<file path="config.mk">
export PLATFORM = sky130hd
export DESIGN_NAME = gb_joypad
export DESIGN_NICKNAME = d
export VERILOG_FILES = /design/src/gb_joypad.sv
export SDC_FILE = /design/constraint.sdc
export NUM_CORES = 1
export LEC_CHECK = 0
export BUFFER_PORTS_ARGS = -buffer_cell sky130_fd_sc_hd__buf_4
export CAP_MARGIN = 20
export CORE_MARGIN = 2
export CORE_UTILIZATION = 44
export CTS_CLUSTER_DIAMETER = 150
export CTS_CLUSTER_SIZE = 40
export DETAILED_ROUTE_END_ITERATION = 7
export GPL_ROUTABILITY_DRIVEN = 0
export HOLD_SLACK_MARGIN = 0.1
export PLACE_DENSITY_LB_ADDON = 0.2
export SETUP_SLACK_MARGIN = 0.4
export SLEW_MARGIN = 25
export SYNTH_ARGS = -nofsm -noshare
export SYNTH_HDL_FRONTEND = slang
export SYNTH_SLANG_ARGS = --single-unit
</file>
<file path="constraint.sdc">
create_clock -name clk_cpu -period 1.5 [get_ports clk_cpu]
set_input_delay 0.15 -clock clk_cpu [delete_from_list [all_inputs] [get_ports clk_cpu]]
set_output_delay 0.15 -clock clk_cpu [all_outputs]
set_load 0.02 [all_outputs]
</file>
<file path="src/gb_joypad.sv">
// P1 select latch and key matrix, keys are active high at the pins
// no debounce; an edge seen while switching groups also raises the irq

`timescale 1ns/1ps
`default_nettype none

module gb_joypad (
	input  wire        clk_cpu,
	input  wire        reset,
	input  wire        joyp_wr,
	input  wire [7:0]  wdata,
	input  wire [7:0]  joystick,
	input  wire [5:0]  joy_sgb,
	output logic [7:0] joyp_do,
	output logic [5:0] joy_p54,
	output logic       irq
);

	logic [1:0] p54;      // P15 P14, low selects
	logic [3:0] joy_p4;   // directions
	logic [3:0] joy_p5;   // buttons
	logic [7:0] line_d1;
	logic [7:0] line_d2;

	always_ff @(posedge clk_cpu) begin
		if (reset)
			p54 <= 2'b11;  // nothing selected
		else if (joyp_wr)
			p54 <= wdata[5:4];
	end

	// active low lines, forced high when group deselected
	assign joy_p4 = ~{joystick[2], joystick[3], joystick[1], joystick[0]} | {4{p54[0]}};
	assign joy_p5 = ~{joystick[7], joystick[6], joystick[5], joystick[4]} | {4{p54[1]}};

	assign joy_p54 = {p54, joy_p4 & joy_p5};
	assign joyp_do = {2'b11, joy_sgb};  // key state comes back via joy_sgb

	// falling edge on any line, irq one clock after detect
	always_ff @(posedge clk_cpu) begin
		if (reset) begin
			line_d1 <= '1;
			line_d2 <= '1;
			irq     <= 1'b0;
		end else begin
			line_d1 <= {joy_p4, joy_p5};
			line_d2 <= line_d1;
			irq     <= |(line_d2 & ~line_d1);
		end
	end

endmodule

`default_nettype wire

</file>
==> results.sh <==
export IMPL_power_per_cell_area_nw_per_um2=942
export IMPL_drive_gt1_frac=0.459
export IMPL_rows=14
export IMPL_die_w_um=43.3
export IMPL_final_hold_violation_count=0
export IMPL_rsz0062_at_grt="yes"
export IMPL_worst_setup_path_startpoint="p54[1]"
export IMPL_clock_root_buffer="clkbuf_4"
export IMPL_crit_fanout=6
export IMPL_period_minus_slack_ps=1180
export IMPL_synth_enable_flop_cells=0
export IMPL_detailedPlace_worstSlack_ps=551
export IMPL_cts_path_max_buffers=2
export IMPL_core_area_um2=1470
export IMPL_num_vias=523
export IMPL_clock_fmax_mhz=848
export IMPL_antenna_diode_count=0
export IMPL_power_uw=919
export IMPL_port_buffer_count=19
export IMPL_setup_violations=0
export IMPL_synth_most_common_cell="dfxtp_1"
export IMPL_most_area_consuming_cells_after_synthesis="dfxtp_1 (56%), buf_4 (8.9%), or2_2 (7.4%)"
export IMPL_async_set_or_reset_flop_fraction_in_the_synthesized_netlist=0
export IMPL_detail_route_wirelength_mm=1.32
export IMPL_grt_max_degree=12
export IMPL_estimated_wirelength_of_the_detail_placed_design_um=842
export IMPL_gr_total_overflow=0
export IMPL_post_synth_inst_count=72
export IMPL_first_global_vias=540
export IMPL_path_buf_inv=1
export IMPL_count_of_warnings_emitted_by_yosys=0
export IMPL_logic_gate_share_of_total_power=0.162
export IMPL_ios=40
export IMPL_hold_path_class="input port to register"
export IMPL_fin_nets=124
export IMPL_timing_hold_worst_start="reset"
export IMPL_cp_cell_sequence="nor2b_2, a21oi_2, buf_6"
export IMPL_post_synth_top_area_cell="dfxtp_1"
export IMPL_syn_to_final_growth_pct=43.9
export IMPL_clk_insertion_delay_late_ps=280
export IMPL_fin_setup_tns_ps=0
export IMPL_synthDominantCellAreaShare=0.561
export IMPL_layout_setup_ws_ps=321
export IMPL_worst_ep_arrival_time_ps=1030
export IMPL_ff_to_ff_start="line_d2[1]"
export IMPL_drt_antenna_violating_nets=0
export IMPL_start_kind="register"
export IMPL_viasPerCell=4.59
export IMPL_power_ir_vdd_worst_v=0.000484
export IMPL_initial_core_util=0.461
export IMPL_grt_total_usage=0.156
export IMPL_critPathTopFamily="flip-flops"
export IMPL_synthesis_area_um2=678
export IMPL_crit_path_top_delay_cell="dfxtp_4"
export IMPL_ys_seq_area_frac=0.561
export IMPL_tritoncts_num_sinks=19
export IMPL_clock_power_share=0.261
export IMPL_synth_lib_cells_used_distinct=15
export IMPL_seq_power_share=0.578
export IMPL_clkSlewWorstSetupHoldPaths_ps=100
export IMPL_skew_ps=5.90
export IMPL_end_kind="output port"
export IMPL_yosys_register_bits=19
export IMPL_detail_route_drc_violations=0
export IMPL_static_power_due_to_leakage_uw=0.000475
export IMPL_dr_pass1_iters=4
export IMPL_first_pass_grt_wire_length_mm=2.15
export IMPL_yosys_most_used_dff="dfxtp_1"
export IMPL_grt_antenna_before_repair=0
export IMPL_worst_setup_path_type="register to output port"
export IMPL_htree_levels=1
export IMPL_total_switching_power_uw=215
export IMPL_drtIter0Drc=7
export IMPL_min_period_over_period=0.786
export IMPL_dieHeight_um=43.3
export IMPL_tritoncts_num_buffers=3
export IMPL_mean_area_per_synthesized_cell_um2=9.42
export IMPL_internal_power_uw=704
export IMPL_swShare=0.234
export IMPL_finalMaxSlewViolations=0
export IMPL_max_cap_violations=0
export IMPL_post_drt_wl_per_cell_um=11.6
export IMPL_reg2reg_slack_ps=540
export IMPL_critical_path_max_stage_delay_ps=420
export IMPL_die_area_um2=1870
export IMPL_status="finished clean"
export IMPL_required_time_at_the_endpoint_of_the_critical_path_ps=1350
export IMPL_tritoncts="done"
export IMPL_yosys_top_cells_count="dfxtp_1 (19), inv_1 (9), buf_4 (8), or2_2 (8), nand2_1 (6)"
==> path summary, 6_finish.rpt <==
check,endpoint,cells past startpoint
worst max-delay path,joy_p54[1],3
worst min-delay path,line_d2[1],2
worst max register to register,irq,3
worst min register to register,line_d2[3],1
==> power by group through the flow <==
stage               combinational (uW)  clock, uW  sequential (uW)
floorplan                         79.0          0              545
global placement                   114          0              538
detailed placement                 114          0              539
CTS                                140        251              529
global route                       159        277              533
finish                             149        240              531
==> per-stage QoR <==
step,cells,area [um2],utilization,hold WS (ps)
floorplan,73,706,-,236
global placement,99,803,0.546,300
detailed placement,99,803,0.546,300
CTS,113,951,0.646,106
global route,114,976,0.663,106
finish,114,976,0.663,111
==> area by class of cell <==
| type | count | area (um2) |
|---|---|---|
| Clock buffer | 4 | 26.3 |
| Timing Repair inverter | 1 | 5.00 |
| Fill cell | 118 | 495 |
| Multi-Input combinational cell | 35 | 241 |
| Tap cell | 16 | 20.0 |
| Sequential cell | 19 | 388 |
| Inverter | 10 | 45.0 |
| Timing Repair Buffer | 29 | 250 |
==> flip-flops by register name, indices dropped and copies added, names as in the netlist <==
register / cells
line_d2: 8
p54: 2
irq: 1
line_d1: 8
==> cells in the final DEF, fill, tap and decap left out, drive strengths merged, types with 4 or more instances in the layout <==
cell type    count
a21oi            4
clkbuf           4
nor2b            4
or2              8
o22ai            4
nand3            4
dfxtp           19
dlygate4sd3      7
buf             22
nand2            6
inv             10
==> layer usage <==
metal / vias to the layer above / share of wire / GRT usage
met1: 229 / 0.38 / 0.159
met2: 22 / 0.51 / 0.272
met4: 0 / 0.0038 / 0.0667
met3: 2 / 0.11 / 0.0681
li1: 270 / - / -
met5: - / 0 / 0
==> logic make-up (layout without fill, tap and decap cells) <==
group           after synthesis  count (layout)  synth area share
compound gates               10              10            0.0941
buf+inv                      19              44             0.151
flops                        19              19             0.561
mux                           1               1            0.0148
other cells                   1               2           0.00553
simple gates                 22              22             0.173
==> what timing repair did <==
item / in CTS / in global routing
resized for setup: 11 / 5
setup endpoints to repair: 4 / 5
endpoints found under the hold margin: 6 / 0
hold buffers: 7 / 0
pin swaps: 0 / 1
cloned: 1 / 0
setup buffers: 2 / 1
No activity file was read; power rests on OpenSTA's default activity.
