`src/gb_pkg.sv`:
```
// shared types and address map for the console system bus
// bus requests are single cycle, no wait states
// unit_sel_e carries one extra source, svbk, for the bank register read

`default_nettype none

package gb_pkg;

	// ------------------------------------------------------------------
	// bus request, one per cycle
	// ------------------------------------------------------------------
	typedef struct packed {
		logic [15:0] addr;   // cpu address
		logic        rd;     // read strobe
		logic        wr;     // write strobe
		logic [7:0]  wdata;  // cpu write data
	} bus_req_t;

	// read source, registered in the decoder
	typedef enum logic [3:0] {
		SEL_NONE    = 4'd0,  // open bus
		SEL_JOYP    = 4'd1,
		SEL_SB      = 4'd2,  // dummy, reads open bus
		SEL_SC      = 4'd3,
		SEL_IF      = 4'd4,
		SEL_IE      = 4'd5,
		SEL_WRAM    = 4'd6,
		SEL_HRAM    = 4'd7,
		SEL_IRQ_VEC = 4'd8,  // acknowledge cycle
		SEL_SVBK    = 4'd9   // colour mode only
	} unit_sel_e;

	// interrupt bit index, lowest index wins
	typedef enum logic [2:0] {
		IRQ_VBLANK = 3'd0,
		IRQ_LCDC   = 3'd1,
		IRQ_TIMER  = 3'd2,
		IRQ_SERIAL = 3'd3,
		IRQ_JOYPAD = 3'd4
	} irq_src_e;

	localparam int IRQ_W = 5;

	// ------------------------------------------------------------------
	// io register addresses
	// ------------------------------------------------------------------
	localparam logic [15:0] ADDR_JOYP = 16'hFF00;  // P1
	localparam logic [15:0] ADDR_SB   = 16'hFF01;
	localparam logic [15:0] ADDR_SC   = 16'hFF02;
	localparam logic [15:0] ADDR_IF   = 16'hFF0F;
	localparam logic [15:0] ADDR_SVBK = 16'hFF70;  // wram bank
	localparam logic [15:0] ADDR_IE   = 16'hFFFF;

	// vector = base + 8 * source index
	localparam logic [7:0] IRQ_VEC_BASE = 8'h40;
	localparam logic [7:0] IRQ_VEC_NONE = 8'h55;  // nothing pending
	localparam logic [7:0] OPEN_BUS     = 8'hFF;

endpackage

`default_nettype wire

```
`src/gb_bus_decode.sv`:
```
// address decode and read mux for the cpu strobe bus
// rd_data follows a read or acknowledge cycle by one clock and holds
// until the next one; writes never move the read select

`timescale 1ns/1ps
`default_nettype none

module gb_bus_decode (
	input  wire                   clk_cpu,
	input  wire                   reset,
	input  wire                   is_gbc,
	input  wire gb_pkg::bus_req_t bus,
	input  wire                   irq_ack,
	output logic                  joyp_wr,
	output logic                  sc_wr,
	output logic                  if_wr,
	output logic                  ie_wr,
	output logic                  svbk_wr,
	output logic                  wram_sel,
	output logic                  hram_sel,
	input  wire [7:0]             joyp_do,
	input  wire [7:0]             sc_do,
	input  wire [7:0]             if_do,
	input  wire [7:0]             ie_do,
	input  wire [7:0]             svbk_do,
	input  wire [7:0]             vec_do,
	input  wire [7:0]             wram_do,
	input  wire [7:0]             hram_do,
	output logic [7:0]            rd_data
);

	logic hit_joyp, hit_sb, hit_sc, hit_if, hit_ie, hit_svbk;
	gb_pkg::unit_sel_e sel_d;
	gb_pkg::unit_sel_e sel_q;

	// ------------------------------------------------------------------
	// address compare
	// ------------------------------------------------------------------
	assign hit_joyp = (bus.addr == gb_pkg::ADDR_JOYP);
	assign hit_sb   = (bus.addr == gb_pkg::ADDR_SB);
	assign hit_sc   = (bus.addr == gb_pkg::ADDR_SC);
	assign hit_if   = (bus.addr == gb_pkg::ADDR_IF);
	assign hit_ie   = (bus.addr == gb_pkg::ADDR_IE);
	assign hit_svbk = (bus.addr == gb_pkg::ADDR_SVBK);
	// c000-feff incl. echo area
	assign wram_sel = (bus.addr[15:14] == 2'b11) && (bus.addr[15:8] != 8'hFF);
	// ff80-fffe, ffff is IE
	assign hram_sel = (bus.addr[15:7] == 9'h1FF) && !hit_ie;

	assign joyp_wr = bus.wr && hit_joyp;
	assign sc_wr   = bus.wr && hit_sc;
	assign if_wr   = bus.wr && hit_if;
	assign ie_wr   = bus.wr && hit_ie;
	assign svbk_wr = bus.wr && hit_svbk && is_gbc;  // dmg has no bank reg

	// next read source
	always_comb begin
		if (irq_ack)                 sel_d = gb_pkg::SEL_IRQ_VEC;
		else if (hit_joyp)           sel_d = gb_pkg::SEL_JOYP;
		else if (hit_sb)             sel_d = gb_pkg::SEL_SB;
		else if (hit_sc)             sel_d = gb_pkg::SEL_SC;
		else if (hit_if)             sel_d = gb_pkg::SEL_IF;
		else if (hit_ie)             sel_d = gb_pkg::SEL_IE;
		else if (hit_svbk && is_gbc) sel_d = gb_pkg::SEL_SVBK;
		else if (wram_sel)           sel_d = gb_pkg::SEL_WRAM;
		else if (hram_sel)           sel_d = gb_pkg::SEL_HRAM;
		else                         sel_d = gb_pkg::SEL_NONE;
	end

	always_ff @(posedge clk_cpu) begin
		if (reset)
			sel_q <= gb_pkg::SEL_NONE;
		else if (bus.rd || irq_ack)  // only reads and acks retarget
			sel_q <= sel_d;
	end

	// ------------------------------------------------------------------
	// read mux, lines up with ram output register
	// ------------------------------------------------------------------
	always_comb begin
		case (sel_q)
			gb_pkg::SEL_JOYP:    rd_data = joyp_do;
			gb_pkg::SEL_SC:      rd_data = sc_do;
			gb_pkg::SEL_IF:      rd_data = if_do;
			gb_pkg::SEL_IE:      rd_data = ie_do;
			gb_pkg::SEL_SVBK:    rd_data = svbk_do;
			gb_pkg::SEL_WRAM:    rd_data = wram_do;
			gb_pkg::SEL_HRAM:    rd_data = hram_do;
			gb_pkg::SEL_IRQ_VEC: rd_data = vec_do;
			default:             rd_data = gb_pkg::OPEN_BUS;  // none, SB
		endcase
	end

	// one kind of cycle at a time, ack never shares a cycle with a request
	a_one_cycle_kind: assert property (@(posedge clk_cpu) disable iff (reset)
		!(bus.rd && bus.wr) && !((bus.rd || bus.wr) && irq_ack));

endmodule

`default_nettype wire

```
`config.mk`:
```
export PLATFORM = sky130hd
export DESIGN_NAME = gb_bus_decode
export DESIGN_NICKNAME = d
export VERILOG_FILES = /design/src/gb_pkg.sv /design/src/gb_bus_decode.sv
export SDC_FILE = /design/constraint.sdc
export NUM_CORES = 1
export LEC_CHECK = 0
export ABC_CLOCK_PERIOD_IN_PS = 1900
export BUFFER_PORTS_ARGS = -buffer_cell sky130_fd_sc_hd__buf_4
export CAP_MARGIN = 20
export CORE_UTILIZATION = 34
export DETAILED_ROUTE_END_ITERATION = 8
export HOLD_SLACK_MARGIN = 0.08
export PLACE_DENSITY_LB_ADDON = 0.3
export RECOVER_POWER = 100
export SLEW_MARGIN = 0
export SYNTH_ARGS = -nofsm -noshare
export SYNTH_HDL_FRONTEND = slang
export SYNTH_SLANG_ARGS = --single-unit
export TNS_END_PERCENT = 30
```
`constraint.sdc`:
```
create_clock -name clk_cpu -period 1.9 [get_ports clk_cpu]
set_input_delay 0.285 -clock clk_cpu [delete_from_list [all_inputs] [get_ports clk_cpu]]
set_output_delay 0.285 -clock clk_cpu [all_outputs]
set_load 0.005 [all_outputs]
```
==> flow_summary.toml <==
[run_status]
status = "finished with violations"
violations = "setup timing"

[logic_synthesis]
synth_area_um2 = 933
ys_ff_latch = 4
ys_seq_area_share_pct = 8.58
syn_inst = 127
synthDistinctLibCells = 38
yosys_warnings = 0
synth.avg_cell_area_um2 = 7.35
syn-num-nets = 221

[setup_path]
critPathArrivalTime_ps = 1630
r2r_end = "sel_q[0]"
endpoint_kind = "output port"
crit_required_ps = 1620
worst_setup_path_start_kind = "primary input"
path_cells = "buf_4 > or4_1 > nor4_4 > nand2_1 > nor2_1 > buf_4"
slowest_stage = "or4_1"
cpPeakStageDelay_ps = 630
r2r_start = "sel_q[0]"
path_max_fanout = 4
ff2ff_setup_slack_ps = 920
reg2reg_depth = 4
crit_type = "in -> out"
cp_common_cell = "buf_4"

[worst_hold_path]
min_to = "sel_q[3]"
hold_class = "in -> reg"
hold_start = "reset"
whs_path_depth = 2

[route]
wl_per_cell_um = 13.9
vias_per_cell = 5.51
vias = 1470
highest_layer = "met4"
drt-initial-drc-count = 31
wl_met3_um = 281
final_antenna_net_count = 0
first_pass_iters = 4
drc = 0
met2_length_um = 2050
met1_length_um = 1370
wl_um = 3710

[clocking]
cts_tree = "done"
clk_pin_slew_ps = 40
cts_inserted_buffers = 3
max-clock-path-buffers = 2
postCtsHoldBufs = 0
cts_root_buffer = "clkbuf_4"
worstSkewPairLatency_ps = 230
htree_levels = 1
cts_sinks = 4

[place]
dp_cells = 260
dp_hpwl_um = 2980
gp_congestion = 0.845
io_buffers = 100
placed_cell_area_um2 = 1780

[final_layout]
layout.nets = 333
final_area_um2 = 1880
reg.largest.list = "sel_q: 4 flops"
regMostFlops = "sel_q"
antennaDiodeCount = 0
drive_gt1_share_pct = 59.1
largest_reg_flops = 4
fin_cells = 267
area_growth_pct = 101

[power]
fin_total_pwr_mw = 0.489
p_leak_nw = 0.883
p_per_area_nw_per_um2 = 260
irDropWorstVdd_mv = 0.184

[timing]
clock_skew_ps = 0
hold_viol_final = 0
period_minus_slack_ps = 1910
layout_setup_ws_ps = -10.6
min_period_over_period_pct = 101
fmax_mhz = 523
setup_viol_count_final = 3
worst_slew_pin_slew_ps = 324
slew_headroom_pct = 78.2
rsz0062_at_grt = "yes"
slew_violations = 0

[floorplanning]
rows = 18
die_x_um = 54.4
die-area_um2 = 2960
start_util_pct = 36.7
core-area_um2 = 2540
die_h_um = 54.4
ios = 109

[global_route]
grt_pass1_vias = 1345
grt_usage_pct = 24.0
grt_pass1_wl_um = 5290
overflow = 0
grt_max_degree = 17
antenna_found_initial = 0

[run]
max_cap_viol_count = 0
-- critical path, delay by kind of cell --
| kind | cells | cell delay [ps] |
|---|---|---|
| AND/OR/NAND/NOR | 4 | 1110 |
| buffers and inverters | 2 | 230 |
-- per-layer routing --
metal	up-vias	GRT usage [%]
met1	672	22.1
met3	2	5.28
met2	64	49.8
met4	0	8.55
li1	732	-
met5	-	0
-- layout by cell type (no fill, tap or decap), types with 3 or more instances in the layout --
cell / instances
a22oi_1: 8
a21oi_1: 14
nand4_1: 3
dfxtp_4: 3
o211a_1: 3
a221oi_2: 3
nor3_1: 3
mux2i_1: 8
nor2_1: 9
mux2_2: 7
inv_1: 4
o211ai_1: 3
clkbuf_4: 8
nand2_1: 8
o21ai_0: 7
buf_4: 108
or3_1: 3
nand3_1: 3
-- area by class of cell --
cell class | instances | area [um^2]
clock buffer | 3 | 22.5
inverter | 4 | 15.0
fill | 199 | 668
multi-input combinational | 110 | 831
sequential | 4 | 92.6
timing repair buffer | 116 | 878
tap | 30 | 37.5
-- Yosys cell counts, drive strengths merged --
| cell | n | area share (%) |
|---|---|---|
| nand4 | 3 | 2.0 |
| a211oi | 3 | 2.4 |
| inv | 4 | 1.6 |
| a31oi | 1 | 0.67 |
| a2111o | 1 | 1.2 |
| o211a | 3 | 3.2 |
| a21oi | 14 | 7.5 |
| dfxtp | 4 | 8.6 |
| nand3 | 3 | 1.6 |
| a22oi | 8 | 6.4 |
| a211o | 1 | 0.94 |
| nor2 | 9 | 3.6 |
| or4 | 1 | 1.2 |
| a221oi | 3 | 2.8 |
| clkbuf | 4 | 1.6 |
| a22o | 1 | 1.1 |
| a21o | 2 | 1.6 |
| o2bb2ai | 1 | 0.94 |
| o21ai | 7 | 3.8 |
| o211ai | 3 | 2.4 |
| buf | 6 | 2.9 |
| or3 | 3 | 2.0 |
| and3b | 1 | 0.94 |
| mux4 | 2 | 4.8 |
| nor3 | 3 | 1.6 |
| nand2b | 2 | 1.3 |
| o311ai | 2 | 1.9 |
| nor2b | 2 | 1.3 |
| mux2 | 7 | 8.4 |
| or4b | 1 | 1.1 |
| mux2i | 8 | 8.6 |
| nand2 | 8 | 3.2 |
| nor3b | 1 | 1.3 |
| nor4 | 2 | 2.9 |
| and3 | 1 | 0.67 |
| o31ai | 2 | 1.6 |
-- cell families after synthesis --
kind of cell / count (synthesis) / share of synthesized area (%)
compound gates: 52 / 38.5
simple gates: 40 / 24.9
mux: 17 / 21.9
buf+inv: 14 / 6.17
flops: 4 / 8.58
-- through the flow --
step | setup TNS [ps] | setup WS, ps | utilization, % | hold slack [ps]
final | -20.9 | -10.6 | 73.7 | 220
after global routing | -474 | -97.9 | 73.7 | 220
after CTS | -5.29 | -5.29 | 72.5 | 219
after detailed placement | 0 | 79.7 | 69.8 | 466
after global placement | 0 | 95.2 | 69.8 | 466
after floorplan | 0 | 244 | - | 354
-- worst max path at each step --
stage | startpoint | endpoint | slack, ps | cells past startpoint
2_1_floorplan | sel_q[0] | rd_data[0] | 240 | 5
3_3_place_gp | bus[14] | sc_wr | 100 | 6
3_5_place_dp | bus[14] | joyp_wr | 80 | 6
4_1_cts | sel_q[3] | rd_data[4] | -5 | 6
5_1_grt | sel_q[0] | rd_data[0] | -100 | 5
6_report | bus[14] | joyp_wr | -10 | 6
-- what timing repair did --
item / in CTS / in global routing
setup buffers: 1 / 2
gates resized for setup: 10 / 8
pin swaps: 3 / 2
cloned: 0 / 1
endpoints found under the setup margin: 7 / 7
-- power by group --
group,switching (mW),internal [mW]
registers,0.00471,0.0851
clock network,0.0314,0.0704
logic,0.103,0.193
No activity file was read; power rests on OpenSTA's default activity.
