$ cat src/gb_serial_port.sv
// dummy serial port, nothing is shifted out or in
// only internal clock transfers complete; SB lives in the decoder as open bus
// a transfer lasts 8 periods of SERIAL_DIV clocks

`timescale 1ns/1ps
`default_nettype none

module gb_serial_port #(
	parameter int SERIAL_DIV = 512  // clocks per bit
) (
	input  wire        clk_cpu,
	input  wire        reset,
	input  wire        sc_wr,
	input  wire [7:0]  wdata,
	output logic [7:0] sc_do,
	output logic       irq
);

	localparam int DIV_W = (SERIAL_DIV > 2) ? $clog2(SERIAL_DIV) : 1;
	localparam logic [DIV_W-1:0] DIV_LOAD = DIV_W'(SERIAL_DIV - 1);

	logic             sc_start;  // SC bit 7
	logic             sc_clk;    // SC bit 0, internal clock
	logic [DIV_W-1:0] div_cnt;
	logic [3:0]       bit_cnt;   // bits still to go
	logic             running;

	assign running = sc_start && sc_clk;
	// single pulse, start drops on the same edge
	assign irq     = running && (bit_cnt == 4'd0);

	always_ff @(posedge clk_cpu) begin
		if (reset) begin
			sc_start <= 1'b0;
			sc_clk   <= 1'b0;
			div_cnt  <= DIV_LOAD;
			bit_cnt  <= 4'd8;
		end else if (sc_wr) begin
			sc_start <= wdata[7];
			sc_clk   <= wdata[0];
			if (wdata[7]) begin  // fresh transfer
				div_cnt <= DIV_LOAD;
				bit_cnt <= 4'd8;
			end
		end else if (running) begin
			if (bit_cnt == 4'd0) begin
				sc_start <= 1'b0;  // done
			end else if (div_cnt == '0) begin
				div_cnt <= DIV_LOAD;
				bit_cnt <= bit_cnt - 4'd1;
			end else begin
				div_cnt <= div_cnt - 1'b1;
			end
		end
	end

	assign sc_do = {sc_start, 6'h3F, sc_clk};

endmodule

`default_nettype wire

$ cat config.mk
export PLATFORM = sky130hd
export DESIGN_NAME = gb_serial_port
export DESIGN_NICKNAME = d
export VERILOG_FILES = /design/src/gb_serial_port.sv
export SDC_FILE = /design/constraint.sdc
export NUM_CORES = 1
export LEC_CHECK = 0
export BUFFER_PORTS_ARGS = -buffer_cell sky130_fd_sc_hd__clkbuf_2
export CORE_MARGIN = 4
export CORE_UTILIZATION = 35
export DETAILED_ROUTE_END_ITERATION = 7
export SLEW_MARGIN = 5
export SYNTH_ARGS = -nofsm -noshare
export SYNTH_HDL_FRONTEND = slang
export SYNTH_SLANG_ARGS = --single-unit
$ cat constraint.sdc
create_clock -name clk_cpu -period 3.6 [get_ports clk_cpu]
set_input_delay 0.72 -clock clk_cpu [delete_from_list [all_inputs] [get_ports clk_cpu]]
set_output_delay 0.72 -clock clk_cpu [all_outputs]
set_load 0.01 [all_outputs]
==> results.py, run 1 <==
metrics = {
    "layout": {
        "drive_above_1_share": 0.175,
        "n_fill_cell": 243,
        "stdcell_area_um2": 856,
        "fin_util": 0.387,
        "multi_input_area_um2": 444,
        "ff_latch_area_um2": 300,
        "final_nets": 112,
        "area_delta_synth_final_pct": 6.21,
        "n_antenna_cell": 0,
    },
    "critical_path": {
        "cp.depth": 5,
        "cp_top_family": "simple AND/OR/NAND/NOR gates",
        "worst-path-buf-inv": 2,
        "cp_slowest_cell": "nor3b_1",
        "crit_type": "flop to output port",
        "slowest_delay_ns": 0.55,
        "crit_chain": "inv_1 > ha_1 > nor3b_1 > and3_1 > clkbuf_2",
        "arrival_ns": 1.80,
        "r2r_cells": 6,
        "critPathCaptureType": "output port",
        "critPathMaxFanout": 5,
        "cp.required_ns": 2.88,
        "worstSetupStartpointType": "flop",
    },
    "clock_tree": {
        "htree_levels": 1,
        "cts.clk_slew.worst_paths_ns": 0.09,
        "cts.path.max_buffers": 2,
        "hold_buffers": 0,
        "cts-root-buf": "clkbuf_4",
        "cts_setup_buffers": 0,
        "cts_made_buffers": 3,
        "cts_tree": "yes",
        "clock-sinks": 15,
        "ctsResizeCount": 0,
        "clock_latency_ns": 0.29,
    },
    "timing": {
        "tightest_slew_ns": 0.649,
        "period_needed_ns": 2.52,
        "drv_slew": 0,
        "rsz0062_at_grt": "no",
        "max_freq_mhz": 397,
        "setup_violations": 0,
        "finalCritPeriodShare": 0.700,
        "fin_skew_ns": 0.00350,
        "max_slew_margin": 0.567,
        "finalHoldViolations": 0,
        "finalSetupTns_ns": 0,
    },
    "run": {
        "maxCapViolCount": 0,
    },
    "logic_synthesis": {
        "ys.flop_type": "dfxtp_1",
        "yosysTopAreaCell": "dfxtp_1",
        "synth_area_per_cell_um2": 8.95,
        "synthesis.area_um2": 806,
        "yosys_register_bits": 15,
        "synth-seq-area-share": 0.373,
        "synth_most_common_cell": "dfxtp_1",
        "yosys_warnings": 0,
        "postSynthCellCount": 90,
        "synth_edf_count": 0,
        "synth_cell_types": 34,
        "synth_top_cell_area_share": 0.373,
        "yosys-top-cells-area": "dfxtp_1 (37%), buf_4 (7.5%), ha_1 (4.7%)",
        "synthArstFlopShare": 0,
        "yosys-top-cells-count": "dfxtp_1 (15), buf_4 (8), nand2_1 (7)",
    },
    "routing": {
        "viasPerCell": 5.07,
        "post_drt_wl_per_cell_um": 11.1,
        "detail-route-antenna-nets": 0,
        "first_pass_iters": 4,
        "routed_wl_mm": 1.39,
        "drtIter0Drc": 5,
        "vias": 634,
        "route.detailed.drc": 0,
    },
    "die": {
        "ios": 20,
        "dieArea_um2": 3130,
        "start_util": 0.364,
        "core_area_um2": 2210,
        "die_y_um": 56.0,
        "die_w_um": 56.0,
        "std_cell_rows": 17,
    },
    "place": {
        "place_area_um2": 830,
        "io_buffers": 7,
        "place.gp.congestion": 0.751,
        "dp_hpwl_mm": 1.04,
    },
    "power": {
        "power_density_nw_per_um2": 337,
        "power_frac_comb": 0.072,
        "vdd_ir_drop_max_v": 0.000291,
        "p_sw_frac": 0.244,
        "p_int_uw": 218,
        "leakagePower_uw": 0.000333,
        "clkPwrFrac": 0.339,
        "seqPwrFrac": 0.588,
        "switching_power_uw": 70.4,
    },
    "run_status": {
        "outcome": "finished, final reports clean",
    },
    "global_routing": {
        "grt_pass1_vias": 569,
        "grt_start_max_net_pins": 12,
        "grt_first_pass_wirelength_mm": 2.45,
        "antenna_found_initial": 0,
        "grt_overflow": 0,
        "grtUsageTotal": 0.0967,
    },
    "min_path": {
        "hold_depth": 2,
        "hp-class": "flop to flop",
    },
}
## per-layer routing
metal / vias to the layer above / routed length [µm] / track usage
met3: 3 / 72 / 0.0418
met5: - / 0 / 0
li1: 327 / - / -
met1: 293 / 697 / 0.126
met4: 0 / 12 / 0.0305
met2: 11 / 605 / 0.144
## final timing paths
| check | from | endpoint | slack [ns] |
|---|---|---|---|
| setup / recovery | bit_cnt[0] | irq | 1.08 |
| hold reg to reg | div_cnt[8] | div_cnt[8] | 0.47 |
| setup reg to reg | div_cnt[0] | bit_cnt[1] | 1.56 |
| hold / removal | div_cnt[8] | div_cnt[8] | 0.47 |
## sequential cells by signal, summed over array words and instances, names as in the netlist
| name | cells |
|---|---|
| bit_cnt | 4 |
| div_cnt | 9 |
| sc_clk | 1 |
| sc_start | 1 |
## tightest hold or removal path: cells and delay by family, from the launching register on
| family | cells | cell delay (ns) |
|---|---|---|
| flops | 1 | 0.32 |
| compound gates | 1 | 0.06 |
| simple gates | 1 | 0.05 |
## power by group through the flow
stage          Combinational (µW)  Sequential [µW]  Clock (µW)
5_1_grt                      23.6              170         108
2_1_floorplan                20.7              173           0
4_1_cts                      21.0              170         103
3_5_place_dp                 20.8              173           0
6_report                     20.9              170        97.9
3_3_place_gp                 20.9              173           0
## metrics by stage
stage          instances  power [µW]  hold slack (ns)  setup slack [ns]
3_3_place_gp         121         194            0.447              1.40
3_5_place_dp         121         194            0.458              1.39
2_1_floorplan         95         194            0.435              1.63
6_report             125         288            0.472              1.08
5_1_grt              125         302            0.497             0.946
4_1_cts              125         294            0.474              1.05
## logic make-up (layout without fill, tap and decap cells)
logic type / Yosys count / after routing / synth area share
other cells: 1 / 6 / 0.00465
compound gates: 19 / 19 / 0.151
buf+inv: 13 / 15 / 0.0994
xor+xnor: 1 / 1 / 0.0109
fa+ha+maj: 3 / 3 / 0.0466
simple gates: 35 / 35 / 0.275
flops: 15 / 15 / 0.373
mux: 3 / 3 / 0.0404
## final cells by class
class	instances	share of cell area
Timing Repair Buffer	7	0.0409
Sequential cell	15	0.351
Inverter	4	0.0175
Clock buffer	4	0.0307
Tap cell	28	0.0409
Multi-Input combinational cell	67	0.519
## cells in the final DEF (no fill, tap or decap), drive strengths merged, types with 3 or more instances in the layout
master  instances
dfxtp          15
a21oi           5
inv             4
nand2           7
ha              3
and3            3
nand3           3
clkbuf         11
or4             3
conb            6
o21ai           5
or3             3
nor2            5
Note: power is estimated with default switching activity, not from simulation.
==> run 2, diff against run 1 <==
--- a/config.mk
+++ b/config.mk
@@ -5,6 +5,7 @@
 export SDC_FILE = /design/constraint.sdc
 export NUM_CORES = 1
 export LEC_CHECK = 0
+export ABC_AREA = 1
 export BUFFER_PORTS_ARGS = -buffer_cell sky130_fd_sc_hd__clkbuf_2
 export CORE_MARGIN = 4
 export CORE_UTILIZATION = 35
==> constraint.sdc (replaced) <==
create_clock -name clk_cpu -period 2.64 [get_ports clk_cpu]
set_input_delay 0.528 -clock clk_cpu [delete_from_list [all_inputs] [get_ports clk_cpu]]
set_output_delay 0.528 -clock clk_cpu [all_outputs]
set_load 0.01 [all_outputs]
==> results.py, run 2 <==
metrics = {
    "routing": {
        "vias": 809,
        "first_pass_iters": 2,
        "drtIter0Drc": 8,
        "post_drt_wl_per_cell_um": 10.1,
        "viasPerCell": 4.70,
        "detail-route-antenna-nets": 0,
        "routed_wl_mm": 1.73,
        "route.detailed.drc": 0,
    },
    "die": {
        "die_y_um": 59.4,
        "die_w_um": 59.4,
        "std_cell_rows": 18,
        "ios": 20,
        "start_util": 0.369,
        "dieArea_um2": 3520,
        "core_area_um2": 2500,
    },
    "global_routing": {
        "grt_overflow": 0,
        "antenna_found_initial": 0,
        "top_usage_layer": "met2",
        "gr-usage-met2": 0.201,
        "grt_pass1_vias": 760,
        "met1_usage": 0.124,
        "met3_usage": 0.0305,
        "grt_first_pass_wirelength_mm": 3.05,
        "grt_start_max_net_pins": 15,
        "grtUsageTotal": 0.115,
    },
    "clock_tree": {
        "clock-sinks": 15,
        "cts.clk_slew.worst_paths_ns": 0.09,
        "cts_setup_buffers": 0,
        "cts_tree": "yes",
        "ctsResizeCount": 0,
        "cts-root-buf": "clkbuf_4",
        "clock_latency_ns": 0.28,
        "hold_buffers": 0,
        "htree_levels": 1,
        "cts_made_buffers": 3,
        "cts.path.max_buffers": 2,
    },
    "timing": {
        "rsz0062_at_grt": "no",
        "finalHoldViolations": 0,
        "drv_slew": 0,
        "finalCritPeriodShare": 0.760,
        "period_needed_ns": 2.01,
        "max_freq_mhz": 499,
        "setup_violations": 0,
        "finalSetupTns_ns": 0,
        "fin_skew_ns": 0.00283,
    },
    "layout": {
        "mostFrequentLayoutCells": "nand2_1 (25), inv_1 (18), nand3_1 (18)",
        "largest_reg_flops": 9,
        "area_delta_synth_final_pct": 5.01,
        "n_fill_cell": 272,
        "n_antenna_cell": 0,
        "drive_above_1_share": 0.176,
        "final_common_cell": "nand2_1",
        "reg_top3": "div_cnt x9, bit_cnt x4",
        "final_nets": 157,
        "top_register": "div_cnt",
    },
    "run_status": {
        "outcome": "finished, final reports clean",
    },
    "logic_synthesis": {
        "synthesis.area_um2": 923,
        "synth-seq-area-share": 0.325,
        "yosys-top-cells-area": "dfxtp_1 (33%), nand2_1 (10%), nand3_1 (9.8%)",
        "yosys_register_bits": 15,
        "synth_cell_types": 24,
        "synth_area_per_cell_um2": 6.84,
        "postSynthCellCount": 135,
        "synth_most_common_cell": "nand2_1",
        "yosys-top-cells-count": "nand2_1 (25), inv_1 (18), nand3_1 (18)",
        "yosysTopAreaCell": "dfxtp_1",
        "yosys_warnings": 0,
        "synth_edf_count": 0,
        "synthArstFlopShare": 0,
        "ys.flop_type": "dfxtp_1",
        "synth_top_cell_area_share": 0.325,
    },
    "min_path": {
        "hold_start": "bit_cnt[1]",
        "hold_depth": 2,
        "hp-class": "flop to flop",
    },
    "critical_path": {
        "slowest_delay_ns": 0.33,
        "crit_end": "irq",
        "cp.required_ns": 2.11,
        "critPathLaunch": "bit_cnt[0]",
        "r2r-start": "bit_cnt[0]",
        "worstSetupStartpointType": "flop",
        "cp.depth": 6,
        "crit_chain": "inv_1 > ha_1 > nand3_2 > or2_2 > inv_1 > clkbuf_2",
        "arrival_ns": 1.48,
        "r2r_setup_slack_ns": 1.10,
        "crit_type": "flop to output port",
        "crit_top_cell": "inv_1",
        "r2r_cells": 8,
        "cp_top_family": "simple AND/OR/NAND/NOR gates",
        "r2r-end": "div_cnt[2]",
        "critPathMaxFanout": 5,
        "cp_slowest_cell": "dfxtp_1",
        "critPathCaptureType": "output port",
        "worst-path-buf-inv": 3,
    },
    "place": {
        "place.gp.congestion": 0.915,
        "dp_hpwl_mm": 1.41,
        "io_buffers": 7,
    },
    "power": {
        "leakagePower_uw": 0.000494,
        "power_density_nw_per_um2": 431,
        "vdd_ir_drop_max_v": 0.000218,
        "power_uw": 418,
    },
    "run": {
        "maxCapViolCount": 0,
    },
}
==> run 2: cell count changes after synthesis, sizes merged, moves of 3 or more <==
cell   before  now
a21oi       5    2
and3        3    0
inv         4   20
nand2       7   31
nand3       3   20
nand4       0    4
nor2        5   18
or3         3    0
or4         3    0
==> run 2: kinds of logic (layout without fill, tap and decap cells) <==
family | count (synthesis) | in the layout | synth area share
DFF | 15 | 15 | 0.325
buffers and inverters | 30 | 32 | 0.163
xor gates and xnor gates | 1 | 1 | 0.00949
AOI/OAI and AO/OA | 11 | 11 | 0.0705
adders and majority gates | 3 | 3 | 0.0407
other | 1 | 6 | 0.00406
and+or+nand+nor | 74 | 74 | 0.388
==> run 2: worst min path at each step <==
stage,to,slack (ns)
after global routing,sc_clk,0.47
after CTS,sc_clk,0.46
final,bit_cnt[1],0.45
after global placement,bit_cnt[1],0.44
after floorplan,bit_cnt[1],0.43
after detailed placement,bit_cnt[1],0.45
==> run 2: power breakdown <==
group,leakage [µW],total (µW),switching [µW],internal (µW)
combinational,0.000356,46.7,32.4,14.3
sequential,0.000122,236,4.10,232
clock,0.0000150,135,76.6,58.6
total,0.000494,418,113,305
==> run 2: cell type report <==
| type | instances | area (µm²) | area share |
|---|---|---|---|
| Inverter | 21 | 78.8 | 0.0813 |
| Timing Repair Buffer | 7 | 35.0 | 0.0361 |
| Clock buffer | 4 | 26.3 | 0.0271 |
| Multi-Input combinational cell | 95 | 492 | 0.507 |
| Sequential cell | 15 | 300 | 0.310 |
| Tap cell | 30 | 37.5 | 0.0387 |
==> run 2: per-stage QoR <==
step	hold slack (ns)	util	instance area [µm²]	instances	worst slack, ns
after floorplan	0.430	-	942	140	1.10
after global placement	0.444	0.377	943	168	0.980
final	0.455	0.388	970	172	0.634
after CTS	0.462	0.388	970	172	0.618
after global routing	0.465	0.388	970	172	0.531
after detailed placement	0.449	0.377	943	168	0.952
==> run 2: per-layer routing <==
layer | share of wire | wire, µm | up-vias
li1 | - | - | 431
met1 | 0.44 | 769 | 368
met2 | 0.52 | 893 | 8
met3 | 0.033 | 57 | 2
met4 | 0.0069 | 12 | 0
met5 | 0 | 0 | -
==> run 2: tightest hold or removal path, cell delays in order, from the launching register on <==
cell	delay [ns]
dfxtp_1	0.33
nand2_2	0.06
nand2_1	0.04
