[config.mk]
export PLATFORM = sky130hd
export DESIGN_NAME = gb_irq_ctrl
export DESIGN_NICKNAME = d
export VERILOG_FILES = /design/src/gb_pkg.sv /design/src/gb_irq_ctrl.sv
export SDC_FILE = /design/constraint.sdc
export NUM_CORES = 1
export LEC_CHECK = 0
export ABC_AREA = 1
export ABC_CLOCK_PERIOD_IN_PS = 800
export BUFFER_PORTS_ARGS = -buffer_cell sky130_fd_sc_hd__buf_4
export CORE_UTILIZATION = 40
export DETAILED_ROUTE_END_ITERATION = 6
export PLACE_DENSITY = 0.74
export REMOVE_ABC_BUFFERS = 1
export SLEW_MARGIN = 10
export SYNTH_ARGS = -nofsm -noshare
export SYNTH_HDL_FRONTEND = slang
export SYNTH_SLANG_ARGS = --single-unit
[constraint.sdc]
create_clock -name clk_cpu -period 0.8 [get_ports clk_cpu]
set_input_delay 0.08 -clock clk_cpu [delete_from_list [all_inputs] [get_ports clk_cpu]]
set_output_delay 0.08 -clock clk_cpu [all_outputs]
set_load 0.01 [all_outputs]
[src/gb_pkg.sv]
// shared types and address map for the console system bus
// bus requests are single cycle, no wait states
// unit_sel_e carries one extra source, svbk, for the bank register read

`default_nettype none

package gb_pkg;

	// ------------------------------------------------------------------
	// bus request, one per cycle
	// ------------------------------------------------------------------
	typedef struct packed {
		logic [15:0] addr;   // cpu address
		logic        rd;     // read strobe
		logic        wr;     // write strobe
		logic [7:0]  wdata;  // cpu write data
	} bus_req_t;

	// read source, registered in the decoder
	typedef enum logic [3:0] {
		SEL_NONE    = 4'd0,  // open bus
		SEL_JOYP    = 4'd1,
		SEL_SB      = 4'd2,  // dummy, reads open bus
		SEL_SC      = 4'd3,
		SEL_IF      = 4'd4,
		SEL_IE      = 4'd5,
		SEL_WRAM    = 4'd6,
		SEL_HRAM    = 4'd7,
		SEL_IRQ_VEC = 4'd8,  // acknowledge cycle
		SEL_SVBK    = 4'd9   // colour mode only
	} unit_sel_e;

	// interrupt bit index, lowest index wins
	typedef enum logic [2:0] {
		IRQ_VBLANK = 3'd0,
		IRQ_LCDC   = 3'd1,
		IRQ_TIMER  = 3'd2,
		IRQ_SERIAL = 3'd3,
		IRQ_JOYPAD = 3'd4
	} irq_src_e;

	localparam int IRQ_W = 5;

	// ------------------------------------------------------------------
	// io register addresses
	// ------------------------------------------------------------------
	localparam logic [15:0] ADDR_JOYP = 16'hFF00;  // P1
	localparam logic [15:0] ADDR_SB   = 16'hFF01;
	localparam logic [15:0] ADDR_SC   = 16'hFF02;
	localparam logic [15:0] ADDR_IF   = 16'hFF0F;
	localparam logic [15:0] ADDR_SVBK = 16'hFF70;  // wram bank
	localparam logic [15:0] ADDR_IE   = 16'hFFFF;

	// vector = base + 8 * source index
	localparam logic [7:0] IRQ_VEC_BASE = 8'h40;
	localparam logic [7:0] IRQ_VEC_NONE = 8'h55;  // nothing pending
	localparam logic [7:0] OPEN_BUS     = 8'hFF;

endpackage

`default_nettype wire

[src/gb_irq_ctrl.sv]
// IF / IE registers and vector generation
// the vector is captured on the ack cycle and its flag is cleared
// on the clock after irq_ack falls; cpu writes win over everything

`timescale 1ns/1ps
`default_nettype none

module gb_irq_ctrl (
	input  wire                      clk_cpu,
	input  wire                      reset,
	input  wire                      irq_ack,
	input  wire                      if_wr,
	input  wire                      ie_wr,
	input  wire [7:0]                wdata,
	input  wire [gb_pkg::IRQ_W-1:0]  irq_pulse,
	output logic [7:0]               if_do,
	output logic [7:0]               ie_do,
	output logic [7:0]               vec_do,
	output logic                     irq_n
);

	logic [gb_pkg::IRQ_W-1:0] if_r;
	logic [gb_pkg::IRQ_W-1:0] ie_r;
	logic [gb_pkg::IRQ_W-1:0] pending;
	logic                     pend_hit;
	gb_pkg::irq_src_e         pend_idx;
	logic                     ack_q;      // irq_ack one clock late
	logic                     ack_valid;  // a source was serviced
	gb_pkg::irq_src_e         ack_idx;
	logic [7:0]               vec_q;

	assign pending = if_r & ie_r;
	assign irq_n   = ~|pending;  // low as soon as flag and enable meet

	// lowest index has priority so scan from the top down
	always_comb begin
		pend_hit = 1'b0;
		pend_idx = gb_pkg::IRQ_VBLANK;
		for (int i = gb_pkg::IRQ_W - 1; i >= 0; i--) begin
			if (pending[i]) begin
				pend_hit = 1'b1;
				pend_idx = gb_pkg::irq_src_e'(i);
			end
		end
	end

	// ------------------------------------------------------------------
	// acknowledge capture
	// ------------------------------------------------------------------
	always_ff @(posedge clk_cpu) begin
		if (reset) begin
			ack_q     <= 1'b0;
			ack_valid <= 1'b0;
			ack_idx   <= gb_pkg::IRQ_VBLANK;
		end else begin
			ack_q <= irq_ack;
			if (irq_ack) begin
				ack_valid <= pend_hit;
				ack_idx   <= pend_idx;
			end
		end
	end

	// vector register held until the next ack
	always_ff @(posedge clk_cpu) begin
		if (irq_ack)
			vec_q <= pend_hit ? gb_pkg::IRQ_VEC_BASE + {2'b00, pend_idx, 3'b000}
			                  : gb_pkg::IRQ_VEC_NONE;
	end
	assign vec_do = vec_q;

	// ------------------------------------------------------------------
	// flag and enable registers
	// ------------------------------------------------------------------
	always_ff @(posedge clk_cpu) begin
		if (reset) begin
			if_r <= '0;
			ie_r <= '0;
		end else begin
			if_r <= if_r | irq_pulse;          // sources set
			if (ack_q && !irq_ack && ack_valid)
				if_r[ack_idx] <= 1'b0;         // falling ack clears serviced one
			if (if_wr)
				if_r <= wdata[gb_pkg::IRQ_W-1:0];
			if (ie_wr)
				ie_r <= wdata[gb_pkg::IRQ_W-1:0];
		end
	end

	assign if_do = {3'b111, if_r};
	assign ie_do = {3'b000, ie_r};

	// an ack taken while irq_n is low always returns a real vector
	a_ack_vec_real: assert property (@(posedge clk_cpu) disable iff (reset)
		(irq_ack && !irq_n) |=> (vec_do != gb_pkg::IRQ_VEC_NONE));

endmodule

`default_nettype wire

==> flow_summary_export.csv, run 1 <==
group,metric,value,unit
detailed_routing,route.detailed.drc,0,
sta,drv_slew,0,
detailed_routing,drt-total-wl,2650,µm
clock_tree,ctsHtreeMaxLevel,1,
min_path,min_path_type,"in -> reg",
logic_synthesis,synthCells,120,
die,rows,16,
die,die_h,49.0,µm
sta,rsz0062_at_grt,"true",
status,violations,"negative setup slack",
setup_path,path_class,"reg -> out",
setup_path,cp-end-kind,"output port",
placement,dpl.hpwl,1510,µm
placement,gp_congestion,0.863,
final_layout,final_cells,203,
sta,hold_viol,0,
logic_synthesis,synth_cell_types,15,
clock_tree,cts_root_buf,"clkbuf_4",
power,leakage,0.771,nW
sta,fin_crit_sh,155,%
setup_path,cpMaxStageDelayCell,"dfxtp_2",
grt,grt_max_degree,13,
sta,fin_ws,-438,ps
setup_path,arrival,1160,ps
power,combPwrFrac,30.6,%
grt,grt_pass1_wl,4070,µm
clock_tree,numClockSinks,19,
status,status,"finished with violations",
die,dieWidth,49.0,µm
detailed_routing,final_antenna_net_count,0,
setup_path,crit_fanout,2,
grt,grt_pass1_vias,956,
final_layout,final_common_cell,"buf_6",
die,initial_core_util,43.6,%
final_layout,antenna_cells,0,
detailed_routing,vias_per_cell,4.78,
final_layout,multi_input_area,498,µm²
logic_synthesis,ys_ff_latch,19,
final_layout,nNetsFinal,195,
detailed_routing,wl_per_cell,13.1,µm
detailed_routing,first_iter_violations,23,
final_layout,syn_to_final_growth,79.0,%
clock_tree,clk_latency,300,ps
power,seq_power_share,47.7,%
final_layout,drive_gt1_share,62.5,%
setup_path,critical_path.cell_chain,"nand2_2, nand2_2, nor2_4, nand2_2, inv_2, buf_6",
job,max-cap-violations,0,
final_layout,n_fill_cell,128,
logic_synthesis,yosysTopAreaCell,"dfxtp_1",
power,vdd_drop_max,1.32,mV
clock_tree,cts_tree,"built",
clock_tree,clock_path_buffers,2,
setup_path,start_kind,"flop",
logic_synthesis,synth-seq-area-share,47.7,%
sta,hold_slack,8.26,ps
sta,setup_tns,-5950,ps
sta,skew,4.71,ps
placement,port_buffers,30,
setup_path,slowest_delay,350,ps
sta,fin_crit,1240,ps
clock_tree,clk_pin_slew,120,ps
die,die_area,0.00240,mm²
final_layout,seq_area,435,µm²
logic_synthesis,avgSynthCellArea,7.35,µm²
power,swShare,29.7,%
logic_synthesis,syn_area,882,µm²
placement,placed_cells,184,
detailed_routing,dr.pass1.iters,4,
detailed_routing,num_vias,970,
power,powerDensity,1480,mW/mm²
logic_synthesis,synthTopCellsByArea,"dfxtp_1 (34%), edfxtp_1 (14%), nand2_1 (11%)",
die,core_area,0.00202,mm²
setup_path,crit_required,720,ps
grt,grt_overflow_total,0,
power,p_clk_share,21.7,%
final_layout,mostFrequentLayoutCells,"buf_6 (30), buf_4 (25), nor2_1 (16)",
setup_path,crit_path_frequent_cell,"nand2_2",
sta,max_freq,808,MHz
clock_tree,cts_buffers,3,
sta,finalSetupViolCount,31,
grt,grt_usage,22.7,%
power,p_switching,0.000691,W
final_layout,finish.utilization,78.1,%
power,p_int,0.00164,W
grt,antenna_found_initial,0,
die,ios,43,
logic_synthesis,post-synth-top-area-fraction,34.0,%
logic_synthesis,yosysWarnings,0,
==> power by group through the flow <==
stage	Clock (W)	Combinational (W)	Sequential, W
2_1_floorplan	0	0.000156	0.00114
3_3_place_gp	0	0.000421	0.00111
3_5_place_dp	0	0.000430	0.00111
4_1_cts	0.000502	0.000588	0.00110
5_1_grt	0.000554	0.000766	0.00112
6_report	0.000505	0.000713	0.00111
==> Yosys cell counts <==
cell      instances
buf_2             1
dfxtp_1          15
nand2_2           1
inv_2             1
a21oi_1           8
inv_1            12
nand3_1           2
nand2_1          27
nor2_2            1
nor2_1           19
buf_4            10
or2_2             4
o21ai_0          13
edfxtp_1          4
conb_1            2
==> state kept, by name, indices dropped and copies added (netlist names) <==
signal	count
ack_idx	3
ack_valid	1
ie_r	5
vec_do	4
if_r	5
ack_q	1
==> per-stage QoR <==
step	instance area [µm²]	total power, W	worst slack (ps)
2_1_floorplan	828	0.00129	-166
3_5_place_dp	1170	0.00154	-196
5_1_grt	1580	0.00244	-499
3_3_place_gp	1170	0.00153	-163
6_report	1580	0.00233	-438
4_1_cts	1430	0.00219	-410
==> critical path: cells and delay by family, from the launching register on <==
family / cells / cell delay (ps)
AND/OR/NAND/NOR: 4 / 360
flip-flops: 1 / 350
buffers and inverters: 2 / 150
==> area by class of cell <==
class                           instances  area share (%)
Clock buffer                            3            1.43
Multi-Input combinational cell         84            31.5
Tap cell                               27            2.14
Inverter                               13            3.09
Timing Repair Buffer                   56            33.9
Clock inverter                          1           0.317
Sequential cell                        19            27.6
==> worst paths after layout <==
check | start | end | slack (ps) | depth (start not counted)
max | if_r[1] | irq_n | -440 | 6
min | wdata[3] | ie_r[3] | 8 | 3
max reg2reg | if_r[1] | ack_valid | -350 | 8
min reg2reg | ack_valid | ack_valid | 490 | 2
==> routing by layer <==
layer	share of wire (%)	GRT usage, %	wire length (µm)	vias up
met4	0.72	11.3	19	0
met2	55	42.1	1460	47
li1	-	-	-	466
met1	39	24.5	1030	455
met3	5.1	4.05	135	2
met5	0	0	0	-
==> kinds of logic (layout without fill, tap and decap cells) <==
group           Yosys count  after routing  synth area share [%]
compound gates           21             21                  11.9
flops                    19             19                  47.7
other cells               2              9                 0.851
simple gates             54             54                  25.0
buf+inv                  24             73                  14.6
==> repair_timing <==
item                                   CTS  global route
pin swaps                               16            11
endpoints found under the hold margin    3             0
setup endpoints to repair               28            33
hold buffers                             1             0
buffers inserted                         9            13
gates resized for setup                 59            35
Power figures use the tool's default switching activity.
==> inputs of run 2 (changes only) <==
==> constraint.sdc (replaced) <==
create_clock -name clk_cpu -period 0.8 [get_ports clk_cpu]
set_input_delay 0.08 -clock clk_cpu [delete_from_list [all_inputs] [get_ports clk_cpu]]
set_output_delay 0.08 -clock clk_cpu [all_outputs]
set_load 0.1 [all_outputs]
==> flow_summary_export.csv, run 2 (same netlist as run 1, synthesis figures left out) <==
group,metric,value,unit
status,status,"finished with violations",
status,violations,"negative hold slack, negative setup slack",
detailed_routing,route.detailed.drc,0,
sta,skew,8.74,ps
final_layout,antenna_cells,0,
die,rows,16,
detailed_routing,num_vias,934,
final_layout,final_cell_area,0.00159,mm²
grt,antenna_found_initial,0,
power,p_int,0.00169,W
job,max-cap-violations,0,
clock_tree,ctsHtreeMaxLevel,1,
setup_path,crit_required,720,ps
setup_path,crit_family,"simple AND/OR/NAND/NOR gates",
setup_path,crit_buf_inv,2,
clock_tree,cts_tree,"built",
setup_path,rrSetupSlack,-280,ps
power,seq_power_share,37.6,%
clock_tree,numClockSinks,19,
placement,port_buffers,30,
detailed_routing,final_antenna_net_count,0,
die,die_h,49.0,µm
detailed_routing,wl_per_cell,13.8,µm
sta,fin_ws,-535,ps
setup_path,path_class,"reg -> out",
sta,hold_viol,1,
setup_path,critical_path.cell_chain,"nand2_2, nand2_2, nor2_4, nand2_2, inv_2, buf_12",
placement,postPlaceCellArea,0.00119,mm²
final_layout,final_common_cell,"buf_4",
final_layout,nNetsFinal,187,
power,combPwrFrac,45.4,%
clock_tree,clock_path_buffers,2,
clock_tree,cts_buffers,3,
sta,finalSetupViolCount,29,
grt,grt_overflow_total,0,
min_path,min_path_type,"in -> reg",
setup_path,arrival,1250,ps
sta,fin_crit,1330,ps
setup_path,crit_fanout,2,
placement,gp_congestion,0.823,
detailed_routing,vias_per_cell,4.79,
detailed_routing,first_iter_violations,31,
clock_tree,clk_latency,310,ps
detailed_routing,dr.pass1.iters,4,
grt,grt_max_degree,13,
grt,grt_pass1_vias,840,
sta,setup_tns,-6140,ps
clock_tree,clk_pin_slew,120,ps
final_layout,drive_gt1_share,62.5,%
sta,hold_slack,-0.470,ps
die,initial_core_util,43.6,%
power,powerDensity,1870,mW/mm²
die,die_area,0.00240,mm²
power,p_switching,0.00128,W
die,ios,43,
grt,grt_pass1_wl,3460,µm
die,dieWidth,49.0,µm
sta,max_freq,749,MHz
setup_path,cpMaxStageDelayCell,"dfxtp_2",
power,p_clk_share,17.0,%
detailed_routing,drt-total-wl,2680,µm
final_layout,syn_to_final_growth,80.1,%
setup_path,cp-end-kind,"output port",
clock_tree,cts_root_buf,"clkbuf_4",
grt,grt_usage,18.9,%
final_layout,mostFrequentLayoutCells,"buf_4 (21), nor2_1 (16), nand2_2 (15), buf_6 (15), dfxtp_2 (14)",
sta,fin_crit_sh,167,%
final_layout,finish.utilization,78.6,%
power,vdd_drop_max,1.52,mV
power,swShare,43.1,%
sta,drv_slew,0,
placement,dpl.hpwl,1580,µm
setup_path,slowest_delay,350,ps
power,leakage,0.743,nW
die,core_area,0.00202,mm²
sta,rsz0062_at_grt,"true",
setup_path,start_kind,"flop",
setup_path,crit_path_frequent_cell,"nand2_2",
## run 2: cell count changes in the layout (fill, tap and decap cells not counted), sizes merged
cell | previous run | this run
buf | 55 | 47
## run 2: metrics by stage
step                setup WS [ps]  instances  power [W]
floorplan                   -1040        116    0.00188
global placement             -269        187    0.00214
detailed placement           -285        187    0.00215
CTS                          -504        195    0.00285
global route                 -571        195    0.00305
finish                       -535        195    0.00296
## run 2: power groups by stage
stage	Clock (W)	Sequential (W)	Combinational, W
after floorplan	0	0.00151	0.000368
after global placement	0	0.00110	0.00104
after detailed placement	0	0.00110	0.00105
after CTS	0.000495	0.00110	0.00126
after global routing	0.000536	0.00112	0.00139
final	0.000504	0.00112	0.00135
## run 2: layout make-up
type / count / area (µm²)
inverter: 13 / 48.8
clock buffer: 3 / 22.5
tap: 27 / 33.8
sequential: 19 / 438
multi-input combinational: 84 / 484
fill: 133 / 433
timing repair buffer: 48 / 557
clock inverter: 1 / 5.00
## run 2: path summary, 6_finish.rpt
check | start | end | depth (start not counted)
setup / recovery | ie_r[1] | irq_n | 6
hold / removal | wdata[3] | ie_r[3] | 3
setup reg to reg | ie_r[1] | ack_valid | 7
hold reg to reg | ack_valid | ack_valid | 2
## run 2: routing by layer
metal  vias to the layer above  wire length [µm]  GRT usage [%]
li1                        451                 -              -
met1                       443              1040           20.7
met2                        34              1470           35.0
met3                         6               108           3.12
met4                         0                59           9.31
met5                         -                 0              0
## run 2: worst min-delay path, cell delays in order
cell and delay [ps]:
buf_4 80, nor2_1 30, nor2_1 80
## run 2: timing repair
action                     CTS  global route
pin swaps                   10            17
setup endpoints to repair   29            33
setup buffers                5             7
hold buffers                 1             0
gates resized for setup     71            41
hold endpoints to repair     3             0
==> inputs of run 3 (changes only) <==
--- a/config.mk
+++ b/config.mk
@@ -8,6 +8,7 @@
 export ABC_AREA = 1
 export ABC_CLOCK_PERIOD_IN_PS = 800
 export BUFFER_PORTS_ARGS = -buffer_cell sky130_fd_sc_hd__buf_4
+export CORE_MARGIN = 2
 export CORE_UTILIZATION = 40
 export DETAILED_ROUTE_END_ITERATION = 6
 export PLACE_DENSITY = 0.74
==> flow_summary_export.csv, run 3 (same netlist as run 1, synthesis figures left out) <==
group,metric,value,unit
status,status,"finished with violations",
status,violations,"negative setup slack",
setup_path,cp-end-kind,"output port",
sta,hold_slack,13.5,ps
setup_path,regToRegStartpoint,"ie_r[0]",
sta,hold_viol,0,
sta,rsz0062_at_grt,"true",
setup_path,path_class,"reg -> out",
power,powerDensity,1770,mW/mm²
detailed_routing,drt-total-wl,3470,µm
grt,grt_pass1_vias,998,
final_layout,mostFrequentLayoutCells,"buf_4 (22), buf_6 (22), nand2_2 (17)",
setup_path,rr_worst_depth,8,
placement,dpl.hpwl,1660,µm
die,die_h,51.0,µm
detailed_routing,vias_per_cell,5.11,
min_path,hold_end,"ie_r[4]",
die,initial_core_util,41.1,%
power,vdd_drop_max,1.61,mV
detailed_routing,wl_per_cell,16.7,µm
grt,antenna_found_initial,0,
setup_path,crit_fanout,2,
die,core_area,0.00215,mm²
sta,drv_slew,0,
power,leakage,0.817,nW
final_layout,drive_gt1_share,68.3,%
die,rows,17,
sta,fin_crit_sh,167,%
detailed_routing,route.detailed.drc,0,
final_layout,syn_to_final_growth,100,%
final_layout,n_fill_cell,107,
die,die_area,0.00260,mm²
setup_path,crit_required,720,ps
min_path,hold_start,"wdata[4]",
final_layout,finish.utilization,82.2,%
min_path,worstHoldPathCells,3,
clock_tree,cts_buffers,3,
clock_tree,cts_tree,"built",
placement,port_buffers,30,
sta,finalSetupViolCount,31,
placement,dp_worst_setup_slack,-308,ps
grt,grt_overflow_total,0,
clock_tree,clk_latency,320,ps
detailed_routing,final_antenna_net_count,0,
detailed_routing,num_vias,1062,
grt,grt_max_degree,13,
clock_tree,numClockSinks,19,
die,ios,43,
setup_path,start_kind,"flop",
setup_path,arrival,1260,ps
sta,max_freq,748,MHz
job,max-cap-violations,0,
sta,skew,15.6,ps
clock_tree,clock_path_buffers,2,
grt,grt_pass1_wl,4380,µm
detailed_routing,dr.pass1.iters,6,
detailed_routing,first_iter_violations,36,
clock_tree,clk_pin_slew,120,ps
die,dieWidth,51.0,µm
min_path,min_path_type,"in -> reg",
clock_tree,ctsHtreeMaxLevel,1,
setup_path,timing.rr.end,"ack_valid",
final_layout,antenna_cells,0,
sta,fin_ws,-537,ps
grt,grt_usage,23.9,%
placement,gp_congestion,0.820,
clock_tree,cts_root_buf,"clkbuf_4",
final_layout,nNetsFinal,199,
setup_path,rrSetupSlack,-380,ps
sta,fin_crit,1340,ps
-- run 3: worst max-delay path by stage --
stage / from / end / slack [ps] / cells past startpoint
2_1_floorplan: if_r[1] / irq_n / -1040 / 5
6_report: ie_r[0] / irq_n / -540 / 6
4_1_cts: if_r[2] / irq_n / -510 / 6
5_1_grt: ie_r[2] / irq_n / -610 / 6
3_3_place_gp: ie_r[0] / irq_n / -290 / 6
3_5_place_dp: if_r[2] / irq_n / -310 / 6
-- run 3: area by class of cell --
| class | instances | area, µm² | share of cell area [%] |
|---|---|---|---|
| Clock buffer | 4 | 26.3 | 1.49 |
| Timing Repair Buffer | 60 | 683 | 38.7 |
| Inverter | 13 | 48.8 | 2.76 |
| Tap cell | 28 | 35.0 | 1.98 |
| Sequential cell | 19 | 438 | 24.8 |
| Multi-Input combinational cell | 84 | 534 | 30.3 |
-- run 3: worst max-delay path, stage by stage, from the launching register on --
cell and delay, ps:
dfxtp_2 350, nand2_2 80, nand2_2 80, nor2_4 120, nand2_2 70, inv_2 70, buf_12 160
-- run 3: power by group --
group,switching (W),internal (W),leakage [nW],total [W]
sequential,0.0000594,0.00106,0.167,0.00112
clock,0.000329,0.000195,0.0150,0.000525
combinational,0.000967,0.000507,0.634,0.00147
-- run 3: repair_timing --
item | in CTS | in global routing
hold buffers | 4 | 1
hold endpoints to repair | 6 | 1
cloned | 0 | 0
setup buffers | 14 | 12
pin swaps | 8 | 23
endpoints found under the setup margin | 29 | 33
resized for setup | 85 | 57
-- run 3: layer usage --
layer | vias up | track usage (%) | part of all wire (%) | wire [µm]
met5 | - | 0 | 0 | 0
met4 | 0 | 17.6 | 3.5 | 123
met3 | 11 | 4.39 | 4.5 | 156
met2 | 49 | 44.4 | 54 | 1890
met1 | 527 | 23.3 | 37 | 1300
li1 | 475 | - | - | -
-- run 3: through the flow --
stage,instance area [µm²],std cells,total power (W),TNS (ps)
2_1_floorplan,828,116,0.00188,-16840
3_3_place_gp,1200,189,0.00214,-1690
3_5_place_dp,1200,189,0.00216,-1970
4_1_cts,1620,206,0.00295,-6590
5_1_grt,1770,208,0.00322,-8560
6_report,1770,208,0.00312,-7550
